`src/source/cdrx_pkg.sv`:
```
// ============================================================
// receive controller package: buffer geometry, host opcodes,
// register addresses and the FSM state encodings
// ============================================================

package cdrx_pkg;

    // buffer geometry
    localparam int I_WIDTH   = 6;                  // index width, 64 blocks
    localparam int B_WIDTH   = 11;                 // byte address width, 2048 bytes
    localparam int S_WIDTH   = 5;                  // block byte width, 32 bytes
    localparam int F_WIDTH   = 3;                  // extra-block count width
    localparam int MAX_FRAME = 256;                // longest frame in bytes
    localparam int A_WIDTH   = B_WIDTH - 2;        // word address of the buffer
    localparam int BLOCKS    = 1 << I_WIDTH;       // blocks in the ring

    // host request opcodes
    typedef enum logic {
        OP_FETCH   = 1'b0,
        OP_RELEASE = 1'b1
    } host_op_e;

    // register map
    typedef enum logic [1:0] {
        REG_CTRL   = 2'd0,
        REG_STATUS = 2'd1,
        REG_DROPS  = 2'd2
    } reg_addr_e;

    // frame writer FSM
    typedef enum logic [1:0] {
        W_IDLE,
        W_RECV,
        W_COMMIT
    } writer_state_e;

    // host reader FSM
    typedef enum logic [1:0] {
        R_IDLE,
        R_READ,
        R_ACK,
        R_WAIT
    } reader_state_e;

endpackage
```
`src/source/cdrx_if.sv`:
```


interface cdrx_rd_if;
    logic [5:0]  rd_addr;                          // word index within the frame
    logic        rd_en;
    logic        rd_done;                          // release the head frame
    logic [31:0] rd_word;
    logic        unread;
    logic [7:0]  rd_len;
    logic        rd_err;

    modport reader (output rd_addr, rd_en, rd_done, input rd_word, unread, rd_len, rd_err);
    modport ram    (input rd_addr, rd_en, rd_done, output rd_word, unread, rd_len, rd_err);
endinterface

```
`src/source/cdrx_host_reader.sv`:
```
// ============================================================
// host reader: four-phase fetch and release requests
// served on the frame RAM read port
// ============================================================
`timescale 1ns/1ps

module cdrx_host_reader import cdrx_pkg::*; (
    input  logic        clk,
    input  logic        reset_n,
    input  logic        host_req,
    input  host_op_e    host_op,
    input  logic [5:0]  host_word_idx,
    output logic        host_ack,
    output logic [31:0] host_rdata,
    cdrx_rd_if.reader   rd
);

    reader_state_e state;
    logic          req_meta;
    logic          req_s;

    // fetch address and read data
    always_ff @(posedge clk) begin
        if (state == R_IDLE && req_s && host_op == OP_FETCH) begin
            rd.rd_addr <= host_word_idx;
        end
        if (state == R_ACK && host_op == OP_FETCH) begin
            host_rdata <= rd.rd_word;              // valid one cycle after rd_en
        end
    end

    always_ff @(posedge clk or negedge reset_n) begin
        if (!reset_n) begin
            req_meta   <= 1'b0;
            req_s      <= 1'b0;
            state      <= R_IDLE;
            host_ack   <= 1'b0;
            rd.rd_en   <= 1'b0;
            rd.rd_done <= 1'b0;
        end else begin
            req_meta   <= host_req;
            req_s      <= req_meta;
            rd.rd_en   <= 1'b0;
            rd.rd_done <= 1'b0;
            case (state)
                R_IDLE: begin
                    if (req_s) begin
                        if (host_op == OP_FETCH) begin
                            rd.rd_en <= 1'b1;
                            state    <= R_READ;
                        end else begin
                            rd.rd_done <= 1'b1;    // ignored by the RAM when empty
                            state      <= R_ACK;
                        end
                    end
                end
                R_READ: state <= R_ACK;
                R_ACK: begin
                    host_ack <= 1'b1;
                    state    <= R_WAIT;
                end
                R_WAIT: begin
                    if (!req_s) begin
                        host_ack <= 1'b0;
                        state    <= R_IDLE;
                    end
                end
                default: state <= R_IDLE;
            endcase
        end
    end

endmodule

```
`src/flat_wrapper.sv`:
```
// flat-port wrapper written by rule: the top's interface ports become plain ports
module cdrx_host_reader_flat import cdrx_pkg::*;
  (clk, reset_n, host_req, host_op, host_word_idx, host_ack, host_rdata, rd_rd_addr, rd_rd_en, rd_rd_done, rd_rd_word, rd_unread, rd_rd_len, rd_rd_err);
  cdrx_rd_if rd_i ();
  input  logic clk;
  input  logic reset_n;
  input  logic host_req;
  input  host_op_e host_op;
  input  logic [5:0] host_word_idx;
  output logic host_ack;
  output logic [31:0] host_rdata;
  output wire logic [$bits(rd_i.rd_addr)-1:0] rd_rd_addr;
  output wire logic [$bits(rd_i.rd_en)-1:0] rd_rd_en;
  output wire logic [$bits(rd_i.rd_done)-1:0] rd_rd_done;
  input wire logic [$bits(rd_i.rd_word)-1:0] rd_rd_word;
  input wire logic [$bits(rd_i.unread)-1:0] rd_unread;
  input wire logic [$bits(rd_i.rd_len)-1:0] rd_rd_len;
  input wire logic [$bits(rd_i.rd_err)-1:0] rd_rd_err;
  assign rd_rd_addr = rd_i.rd_addr;
  assign rd_rd_en = rd_i.rd_en;
  assign rd_rd_done = rd_i.rd_done;
  assign rd_i.rd_word = rd_rd_word;
  assign rd_i.unread = rd_unread;
  assign rd_i.rd_len = rd_rd_len;
  assign rd_i.rd_err = rd_rd_err;
  cdrx_host_reader u_core (.clk(clk), .reset_n(reset_n), .host_req(host_req), .host_op(host_op), .host_word_idx(host_word_idx), .host_ack(host_ack), .host_rdata(host_rdata), .rd(rd_i));
endmodule
```
`config.mk`:
```
export PLATFORM = sky130hd
export DESIGN_NAME = cdrx_host_reader_flat
export DESIGN_NICKNAME = d
export VERILOG_FILES = /design/src/source/cdrx_pkg.sv /design/src/source/cdrx_if.sv /design/src/source/cdrx_host_reader.sv /design/src/flat_wrapper.sv
export SDC_FILE = /design/constraint.sdc
export NUM_CORES = 1
export LEC_CHECK = 0
export BUFFER_PORTS_ARGS = -buffer_cell sky130_fd_sc_hd__buf_2
export CAP_MARGIN = 0
export CELL_PAD_IN_SITES_DETAIL_PLACEMENT = 1
export CELL_PAD_IN_SITES_GLOBAL_PLACEMENT = 1
export CORE_UTILIZATION = 35
export DETAILED_ROUTE_END_ITERATION = 10
export GPL_ROUTABILITY_DRIVEN = 1
export PLACE_DENSITY = 0.93
export SETUP_SLACK_MARGIN = 0.1
export SYNTH_ARGS = -nofsm -noshare
export SYNTH_HDL_FRONTEND = slang
export SYNTH_SLANG_ARGS = --single-unit
export TNS_END_PERCENT = 1
```
`constraint.sdc`:
```
create_clock -name clk -period 6.21 [get_ports clk]
set_input_delay 1.5525 -clock clk [delete_from_list [all_inputs] [get_ports clk]]
set_output_delay 1.5525 -clock clk [all_outputs]
set_load 0.01 [all_outputs]
```
# Word-level counts from Yosys, hierarchy flattened
# Index checks and enable logic that the tools add are counted.
totals:
  register_bits: 45
  in_bits: 52
  out_inout_bits: 41
  elab_cells: 33
op_classes:
  n_eq_ne: 5
  mux: 12
  bitwise_logic: 1
  n_reduce_logical: 7
op_table:
  columns: ["cell", "count"]
  rows:
  - ["$pmux 2 s4", 1]
  - ["$mux 1", 7]
  - ["$mux 2", 3]
  - ["$eq 2x2->1 const B", 2]
  - ["$reduce_and 2->1", 2]
  - ["$logic_and 1x1->1", 3]
  - ["$eq 2x1->1 const B", 1]
  - ["$logic_not 2->1", 1]
  - ["$ne 2x1->1 const B", 1]
  - ["$ne 2x2->1 const B", 1]
  - ["$pmux 1 s2", 1]
  - ["$reduce_bool 2->1", 1]
  - ["$not 1->1", 1]

# Depth between registers and ports, before layout
# Gate-level depths: netlist (run 1).
depth:
  word_depth: 3
  ltp_mapped: 5
  mapped_depth_nobuf: 5

# Least setup slack after synthesis (run 1)
# OpenSTA, ideal clock, no wires.
synth_timing:
  kind: "in2reg"
  start: "in host_op"
  end: "reg u_core.host_rdata[0] (enable)"
  setup_time_ns: 0.425
  arrival_time_ns: 3.005
  t_required_ns: 5.785
  slack_ns: 2.780
  cell_stages: 1
  n_path_buf: 0
  cell_sequence: "nor2b_1"
synth_between:
  elab_chain_cells: 2
synth_rtl:
  columns: ["item", "line", "text"]
  rows:
  - ["start, declared", "flat_wrapper.sv:8", "input host_op_e host_op;"]
  - ["$not 1->1", "cdrx_host_reader.sv:27", "if (state == R_ACK && host_op == OP_FETCH) begin"]
  - ["$logic_and 1x1->1", "cdrx_host_reader.sv:27", null]
  - ["end signal, assigned", "cdrx_host_reader.sv:28", "host_rdata <= rd.rd_word;"]
  - ["end, declared", "cdrx_host_reader.sv:14", "output logic [31:0] host_rdata,"]
# No other way between the ends.
# A chain may end at the register's enable or synchronous reset.

# Worst setup path after layout (run 1)
layout_timing:
  start: "reg u_core.host_ack"
  end: "out host_ack"
layout_rtl:
  columns: ["item", "line", "text"]
  rows:
  - ["start, declared", "cdrx_host_reader.sv:13", "output logic host_ack,"]
  - ["start signal, assigned", "cdrx_host_reader.sv:37", "host_ack <= 1'b0;"]
  - ["start signal, assigned", "cdrx_host_reader.sv:59", "host_ack <= 1'b1;"]
  - ["start signal, assigned", "cdrx_host_reader.sv:64", "host_ack <= 1'b0;"]
  - ["end, declared", "flat_wrapper.sv:10", "output logic host_ack;"]
# No word-level cell between the ends.

==> results of run 1 <==
[final cells by class]
| cell class | count | area share, % |
|---|---|---|
| Antenna cell | 1 | 0.1229 |
| Clock buffer | 8 | 3.931 |
| Inverter | 2 | 0.3686 |
| Sequential cell | 45 | 64.62 |
| Timing Repair Buffer | 83 | 20.52 |
| Tap cell | 50 | 3.071 |
| Multi-Input combinational cell | 19 | 7.371 |
[cell families (layout without fill, tap and decap cells)]
kind of cell / after synthesis / after routing
DFF: 45 / 45
AOI/OAI and AO/OA: 4 / 4
other: 0 / 1
adders and majority gates: 4 / 4
muxes: 2 / 2
and+or+nand+nor: 9 / 9
buffers and inverters: 2 / 93
[Yosys cell counts (all sizes together)]
cell type and instances:
ha 4, mux2 1, and3b 2, nand2 4, dfrtp 7, mux2i 1
inv 2, edfxtp 38, nor2 1, o21ai 4, nor2b 1, and3 1
[flip-flops by register name, indices dropped and copies added, names as in the netlist]
register / count
u_core.state: 2
u_core.req_s: 1
u_core.rd.rd_en: 1
u_core.req_meta: 1
u_core.rd.rd_addr: 6
u_core.rd.rd_done: 1
u_core.host_rdata: 32
u_core.host_ack: 1
[routing by layer]
layer  wire length, um  GRT usage [%]
met1              1121          14.98
met2              1699          26.01
met3               244          5.651
met4                25          6.383
met5                 0              0
[final timing paths]
check	depth (start not counted)	slack (ns)	end	start
setup reg to reg	4	4.59	u_core.host_rdata[0]	u_core.state[0]
min in group asynchronous	1	1.09	u_core.rd.rd_en	reset_n
max in group asynchronous	1	4.95	u_core.host_ack	reset_n
hold reg to reg	0	0.38	u_core.req_s	u_core.req_meta
hold / removal	0	0.38	u_core.req_s	u_core.req_meta
setup / recovery	1	3.81	host_ack	u_core.host_ack
[stage by stage]
step | worst slack (ns) | power (mW)
final | 3.814 | 0.7399
after global placement | 3.716 | 0.5662
after CTS | 3.794 | 0.7510
after global routing | 3.770 | 0.7841
after floorplan | 2.780 | 0.5045
after detailed placement | 3.683 | 0.5841
[power by group]
group | switching, mW | internal (mW)
registers | 0.0203 | 0.391
clock network | 0.0855 | 0.0799
logic | 0.0971 | 0.0659
==> flow_summary.ini, run 1 <==
[floorplan]
ios = 93
start_util_pct = 36.52
die_h_um = 66.84
die_x_um = 66.84
design.core.area_um2 = 4029
die-area_um2 = 4468
num_rows = 23

[power]
power.density_nw_per_um2 = 363.2
p_leak_nw = 0.8913
ir_worst_vdd_mv = 0.1753

[run]
timing.max_cap.violations = 0

[worst_setup_path]
worstSetupStartpointType = register
path_delay_family = flip-flops
worstPathMaxFanout = 3
cpPeakStageDelay_ns = 0.41
crit_type = reg -> out
cp-end-kind = output port
critPathSlowestCell = dfrtp_1
required_ns = 4.66
cp_cell_sequence = buf_2
cp.arrival_ns = 0.84
crit_buf_inv = 1

[synthesis]
synth_compound_area_share_pct = 1.361
synth_top_family_by_area = simple AND/OR/NAND/NOR gates
synth_cells = 66
muxShareOfSynthArea_pct = 1.701
netlist_area_um2 = 1471
synth_fp_nets = 122
synth-seq-cells = 45
synth_top_area_share_pct = 77.55
yosys-top-cells-area = edfxtp_1, dfrtp_1, ha_1, and3b_2, mux2_4
synth_area_leader_cell = edfxtp_1
synth_simple_gate_area_share_pct = 3.571
yosysWarnings = 0
synthAdderAreaFrac_pct = 3.401
synth_xor_area_share_pct = 0
ys_seq_area_share_pct = 89.46
synth.distinct_cells = 13
avgSynthCellArea_um2 = 22.29

[grt]
antenna_found_initial = 0
grt_pass1_vias = 933
grt_max_degree = 33
grt_usage_pct = 14.60
overflow = 0
grt_pass1_wl_um = 4416

[timing]
period_share_pct = 38.58
rsz0062_at_grt = false
tns_ns = 0
min_period_ns = 2.396
fmax_ghz = 0.4174
clock-skew-final_ns = 0.005143
worstMarginPinSlew_ns = 0.4121
slew_viol_final = 0
hold_viol_final = 0
setup_violations = 0
hold_ws_ns = 0.3764
slew-limit-headroom_pct = 72.53

[detailed_routing]
drc_errors = 0
final_antenna_net_count = 0
wirelength_um = 3089
wl_per_cell_um = 14.85
drtIter0Drc = 40
routed-via-count = 909
viasPerCell = 4.370
drtPass1Iterations = 4

[place]
dp_cells = 199
portBuffers = 82
post_dp_cell_area_um2 = 1954
place_congestion = 0.6593
dp.final_hpwl_um = 2446

[layout]
finalCoreUtilization_pct = 50.56
final_cell_mix = buf_2, edfxtp_1, dfrtp_1, clkbuf_8
multi_input_area_um2 = 150.1
area.growth.synth_to_final_pct = 38.44
seq_area_um2 = 1316
num-fill-cells = 418
drive_gt1_share_pct = 59.24
final_common_cell = buf_2
design_area_um2 = 2037
layoutNonFillerInstCount = 208
final_nets = 212

[cts]
cts_resized = 0
ctsLongestPathBuffers = 2
tritoncts = done
cts-buffers-inserted = 5
postCtsSetupRepairBufs = 0
clkSinkCount = 45
cts_root_buffer = clkbuf_8
cts.clk_slew.worst_paths_ns = 0.07
cts_max_level = 2
clk_latency_ns = 0.29
hold_buffers = 0

[status]
status = completed

[worst_hold_path]
hp-class = reg -> reg
(Power assumes the default switching activity.)
==> run 2, diff against run 1 <==
--- a/config.mk
+++ b/config.mk
@@ -5,14 +5,15 @@
 export SDC_FILE = /design/constraint.sdc
 export NUM_CORES = 1
 export LEC_CHECK = 0
+export ABC_AREA = 1
 export BUFFER_PORTS_ARGS = -buffer_cell sky130_fd_sc_hd__buf_2
 export CAP_MARGIN = 0
 export CELL_PAD_IN_SITES_DETAIL_PLACEMENT = 1
 export CELL_PAD_IN_SITES_GLOBAL_PLACEMENT = 1
-export CORE_UTILIZATION = 35
+export CORE_UTILIZATION = 29
 export DETAILED_ROUTE_END_ITERATION = 10
 export GPL_ROUTABILITY_DRIVEN = 1
-export PLACE_DENSITY = 0.93
+export PLACE_DENSITY = 0.84
 export SETUP_SLACK_MARGIN = 0.1
 export SYNTH_ARGS = -nofsm -noshare
 export SYNTH_HDL_FRONTEND = slang
==> constraint.sdc (replaced) <==
create_clock -name clk -period 1.9 [get_ports clk]
set_input_delay 0.475 -clock clk [delete_from_list [all_inputs] [get_ports clk]]
set_output_delay 0.475 -clock clk [all_outputs]
set_load 0.01 [all_outputs]
==> run 2 against run 1 <==
Against the previous run: flip-flop and latch count did not move; combinational power rose to 3.3 times the previous value; wire length rose by 0.94%.
==> flow_summary.ini, run 2 <==
[status]
status = completed

[power]
power.density_nw_per_um2 = 1187
ir_worst_vdd_mv = 0.5364
p_leak_nw = 0.9464
power_mw = 2.539

[detailed_routing]
drtPass1Iterations = 4
wl_per_cell_um = 13.10
drtIter0Drc = 10
drc_errors = 0
wirelength_um = 3118
viasPerCell = 4.139
final_antenna_net_count = 0
routed-via-count = 985

[cts]
cts-buffers-inserted = 5
cts_root_buffer = clkbuf_8
ctsLongestPathBuffers = 2
clk_latency_ns = 0.29
cts.clk_slew.worst_paths_ns = 0.08
clkSinkCount = 45
cts_max_level = 2
tritoncts = done
postCtsSetupRepairBufs = 0

[grt]
met3_usage_pct = 5.487
grt_use_met2_pct = 21.00
antenna_found_initial = 0
use_met1_pct = 11.98
grt_usage_pct = 11.64
busiest_layer = met2
grt_pass1_wl_um = 4567
grt_pass1_vias = 1023
overflow = 0
grt_max_degree = 33

[worst_setup_path]
crit_buf_inv = 3
cpPeakStageDelay_ns = 0.41
required_ns = 1.91
endpoint = u_core.rd.rd_addr[3]
cp.arrival_ns = 1.45
worstPathMaxFanout = 6
r2r_end = u_core.rd.rd_addr[3]
critPathSlowestCell = dfrtp_1
reg2reg_from = u_core.state[0]
path_common_cell = inv_1
worst-r2r-setup-slack_ns = 0.45
path_delay_family = flip-flops
cp-end-kind = register
crit_type = reg -> reg
crit_start = u_core.state[0]
r2r_cells = 5
cp_num_cells = 5
cp_cell_sequence = inv_1 -> ha_1 -> inv_1 -> nor3_1 -> buf_4
worstSetupStartpointType = register

[synthesis]
ys_seq_area_share_pct = 88.18
yosys-top-cells-area = edfxtp_1, dfrtp_1, ha_1, nand2_1, inv_1
netlist_area_um2 = 1493
synth_area_leader_cell = edfxtp_1
synth_cells = 78
avgSynthCellArea_um2 = 19.14
ys_async_sr_fraction_pct = 15.56
yosysWarnings = 0
synth_fp_nets = 134
synthFlopType = edfxtp_1
synth_common_cells = edfxtp_1, nand2_1, dfrtp_1, inv_1, ha_1
synth_most_common_cell = edfxtp_1
synth_top_area_share_pct = 76.45
synth.distinct_cells = 12
synth-seq-cells = 45
synth_edf_count = 38

[timing]
setup_violations = 0
rsz0062_at_grt = false
fmax_ghz = 0.6916
worstMarginPinSlew_ns = 0.1958
min_period_ns = 1.446
clock-skew-final_ns = 0.005799
tns_ns = 0
hold_viol_final = 0
period_share_pct = 76.10
slew_viol_final = 0
slew-limit-headroom_pct = 86.85

[place]
place_congestion = 0.7539
dp_cells = 229
dp.final_hpwl_um = 2442
portBuffers = 82

[floorplan]
die_h_um = 73.75
design.core.area_um2 = 4848
die-area_um2 = 5438
num_rows = 25
ios = 93
start_util_pct = 30.79
die_x_um = 73.75

[layout]
top_register = u_core.host_rdata
drive_gt1_share_pct = 54.97
multi_input_area_um2 = 153.9
final_cell_mix = buf_2, edfxtp_1, nand2_1, inv_1, dfrtp_1
seq_area_um2 = 1316
area.growth.synth_to_final_pct = 43.25
reg_top3 = u_core.host_rdata x32, u_core.rd.rd_addr x6, u_core.state x2
layoutNonFillerInstCount = 238
num-fill-cells = 525
final_common_cell = buf_2
largest_reg_flops = 32
n_antenna_cell = 0
final_nets = 226

[run]
timing.max_cap.violations = 0

[worst_hold_path]
hp-class = in -> reg
## run 2: stage by stage
step | util [%] | setup slack [ns] | hold WS (ns) | instance area (um2)
CTS | 44.10 | 0.4204 | 0.2729 | 2138
finish | 44.10 | 0.4541 | 0.2864 | 2138
global route | 44.10 | 0.3257 | 0.2697 | 2138
global placement | 41.70 | 0.5310 | 0.3141 | 2022
floorplan | - | 0.3234 | 0.1794 | 1500
detailed placement | 41.70 | 0.4516 | 0.3184 | 2022
## run 2: kinds of logic after synthesis
logic type               count (synthesis)  share of synthesized area, %
AND/OR/NAND/NOR                         19                         5.784
flip-flops                              45                         88.18
buffers and inverters                    8                         2.012
adder cells (fa/ha/maj)                  4                         3.353
AO/OA/AOI/OAI                            2                        0.6706
## run 2: repair_timing
item,in CTS,in global routing
hold buffers,1,0
endpoints found under the hold margin,6,0
gates resized for setup,0,0
## run 2: metal layers
layer,wire (um),up-vias
met4,21,0
met3,282,2
met2,1707,56
met1,1106,470
met5,0,-
li1,-,457
## run 2: where the power goes
| group | leakage, nW | total, mW | internal (mW) | switching (mW) |
|---|---|---|---|---|
| logic | 0.460 | 0.541 | 0.209 | 0.332 |
| registers | 0.434 | 1.31 | 1.26 | 0.0525 |
| clock network | 0.0528 | 0.686 | 0.388 | 0.298 |
| total | 0.946 | 2.54 | 1.86 | 0.683 |
## run 2: worst min path at each step
stage,slack (ns),to,start,cells past startpoint
6_report,0.29,u_core.req_meta,host_req,1
5_1_grt,0.27,u_core.req_meta,host_req,1
4_1_cts,0.27,u_core.req_meta,host_req,1
3_5_place_dp,0.32,u_core.rd.rd_en,reset_n,1
3_3_place_gp,0.31,u_core.rd.rd_en,reset_n,1
2_1_floorplan,0.18,u_core.host_ack,reset_n,0
## run 2: final cells by class
cell class	instances	share of cell area (%)
Sequential cell	45	61.56
Timing Repair Buffer	85	20.95
Multi-Input combinational cell	25	7.197
Tap cell	67	3.920
Clock buffer	6	3.394
Clock inverter	2	1.580
Inverter	8	1.404
## run 2: worst reg2reg max path, stage by stage (launching register included)
cell and delay, ns:
dfrtp_1 0.41, inv_1 0.12, ha_1 0.16, inv_1 0.07, nor3_1 0.21, buf_4 0.19
==> run 3, diff against run 2 <==
--- a/config.mk
+++ b/config.mk
@@ -5,15 +5,15 @@
 export SDC_FILE = /design/constraint.sdc
 export NUM_CORES = 1
 export LEC_CHECK = 0
-export ABC_AREA = 1
+export ABC_AREA = 0
 export BUFFER_PORTS_ARGS = -buffer_cell sky130_fd_sc_hd__buf_2
 export CAP_MARGIN = 0
 export CELL_PAD_IN_SITES_DETAIL_PLACEMENT = 1
 export CELL_PAD_IN_SITES_GLOBAL_PLACEMENT = 1
-export CORE_UTILIZATION = 29
+export CORE_UTILIZATION = 32
 export DETAILED_ROUTE_END_ITERATION = 10
 export GPL_ROUTABILITY_DRIVEN = 1
-export PLACE_DENSITY = 0.84
+export PLACE_DENSITY = 0.87
 export SETUP_SLACK_MARGIN = 0.1
 export SYNTH_ARGS = -nofsm -noshare
 export SYNTH_HDL_FRONTEND = slang
==> constraint.sdc (replaced) <==
create_clock -name clk -period 1.4 [get_ports clk]
set_input_delay 0.35 -clock clk [delete_from_list [all_inputs] [get_ports clk]]
set_output_delay 0.35 -clock clk [all_outputs]
set_load 0.01 [all_outputs]
==> run 3 against run 2 <==
Against the previous run: critical path depth shrank 1; first-iteration DRC count grew to 6.4 times the previous value; largest power group unchanged; global-route usage grew 1.7 points.
==> flow_summary.ini, run 3 (synthesis gave the netlist of run 1 again) <==
[power]
power_mw = 3.399
ir_worst_vdd_mv = 0.7096
p_leak_nw = 0.9155
power.density_nw_per_um2 = 1611

[worst_setup_path]
cp.arrival_ns = 1.34
crit_type = reg -> reg
critPathSlowestCell = dfrtp_1
cpPeakStageDelay_ns = 0.40
endpoint = u_core.host_rdata[7]
r2r_end = u_core.host_rdata[7]
reg2reg_from = u_core.state[0]
cp-end-kind = register
worstPathMaxFanout = 16
crit_start = u_core.state[0]
cp_num_cells = 4
path_delay_family = flip-flops
worstSetupStartpointType = register
cp_cell_sequence = inv_2 -> ha_4 -> nor2b_4 -> clkbuf_16
crit_buf_inv = 2
r2r_cells = 4
worst-r2r-setup-slack_ns = 0.06
required_ns = 1.40

[layout]
drive_gt1_share_pct = 61.25
final_nets = 215
design_area_um2 = 2111
top_register = u_core.host_rdata
final_cell_mix = buf_2, edfxtp_1, dfrtp_1, clkbuf_8, nand2_1
area.growth.synth_to_final_pct = 43.45
reg_top3 = u_core.host_rdata x32, u_core.rd.rd_addr x6, u_core.state x2
n_antenna_cell = 0
layoutNonFillerInstCount = 212
largest_reg_flops = 32
final_common_cell = buf_2
num-fill-cells = 460

[place]
dp_cells = 201
portBuffers = 82
dp.final_hpwl_um = 2316
place_congestion = 0.6713
post_dp_cell_area_um2 = 1987

[cts]
clk_latency_ns = 0.29
clkSinkCount = 45
cts_root_buffer = clkbuf_8
cts_max_level = 2
cts-buffers-inserted = 5
ctsLongestPathBuffers = 2
tritoncts = done
cts.clk_slew.worst_paths_ns = 0.07

[grt]
grt_usage_pct = 13.35
grt_max_degree = 17
grt_pass1_vias = 965
grt_pass1_wl_um = 4857
antenna_found_initial = 0
overflow = 0

[worst_hold_path]
hp-class = in -> reg

[timing]
worstMarginPinSlew_ns = 0.2087
tns_ns = 0
rsz0062_at_grt = true
period_share_pct = 95.58
hold_viol_final = 0
slew_viol_final = 0
hold_ws_ns = 0.1672
fmax_ghz = 0.7473
min_period_ns = 1.338
clock-skew-final_ns = 0.004797
setup_violations = 0
slew-limit-headroom_pct = 86.09

[detailed_routing]
routed-via-count = 900
drtIter0Drc = 64
wirelength_um = 3043
viasPerCell = 4.245
drtPass1Iterations = 4
drc_errors = 0
wl_per_cell_um = 14.35
final_antenna_net_count = 0

[floorplan]
num_rows = 24
start_util_pct = 33.56
design.core.area_um2 = 4384
die_h_um = 69.81
die-area_um2 = 4873
die_x_um = 69.81
ios = 93

[status]
status = completed

[run]
timing.max_cap.violations = 0
[run 3: cell count changes in the layout (fill, tap and decap cells not counted), moves of 2 or more]
cell	before	now
nand2_1	11	4
nand3_1	2	0
inv_1	7	1
o21ai_1	0	2
nor3_1	2	0
and3b_2	0	2
[run 3: cell type report]
type / instances / area, um2 / area share, %
Timing Repair Buffer: 86 / 473.0 / 22.41
Tap cell: 52 / 65.06 / 3.082
Sequential cell: 45 / 1318 / 62.42
Clock inverter: 1 / 3.754 / 0.1778
Clock buffer: 7 / 76.32 / 3.616
Multi-Input combinational cell: 19 / 167.7 / 7.943
Inverter: 2 / 7.507 / 0.3557
[run 3: per-stage QoR]
step / util [%] / worst slack, ns
floorplan: - / -0.1299
global placement: 45.32 / 0.1029
detailed placement: 45.32 / 0.07245
CTS: 48.17 / 0.05748
global route: 48.14 / -0.003489
finish: 48.14 / 0.06184
[run 3: repair_timing]
item,CTS,global route
hold endpoints to repair,7,0
endpoints found under the setup margin,32,40
hold buffers,1,0
buffers inserted,1,0
resized for setup,1,2
gates cloned,1,0
[run 3: report_power, final]
part	leakage (nW)	internal (mW)	total, mW	switching [mW]
clock network	0.0399	0.348	0.745	0.398
logic	0.443	0.386	0.833	0.447
registers	0.432	1.74	1.82	0.0858
total	0.915	2.47	3.40	0.931
[run 3: layer usage]
layer / wire, um / GRT usage (%) / part of all wire [%]
met1: 1128 / 15.09 / 37
met2: 1622 / 23.29 / 53
met3: 260 / 5.523 / 8.5
met4: 32 / 3.333 / 1.1
met5: 0 / 0 / 0
[run 3: worst min path at each step]
stage	start	to	slack, ns	cells after the start
after floorplan	reset_n	u_core.host_ack	0.05	0
after global placement	reset_n	u_core.rd.rd_en	0.19	1
after detailed placement	reset_n	u_core.rd.rd_en	0.19	1
after CTS	host_req	u_core.req_meta	0.15	1
after global routing	host_req	u_core.req_meta	0.15	1
final	host_req	u_core.req_meta	0.17	1
[run 3: worst reg2reg max path, cell delays in order, from the launching register on]
cell	delay, ns
dfrtp_1	0.40
inv_2	0.10
ha_4	0.14
nor2b_4	0.21
clkbuf_16	0.21
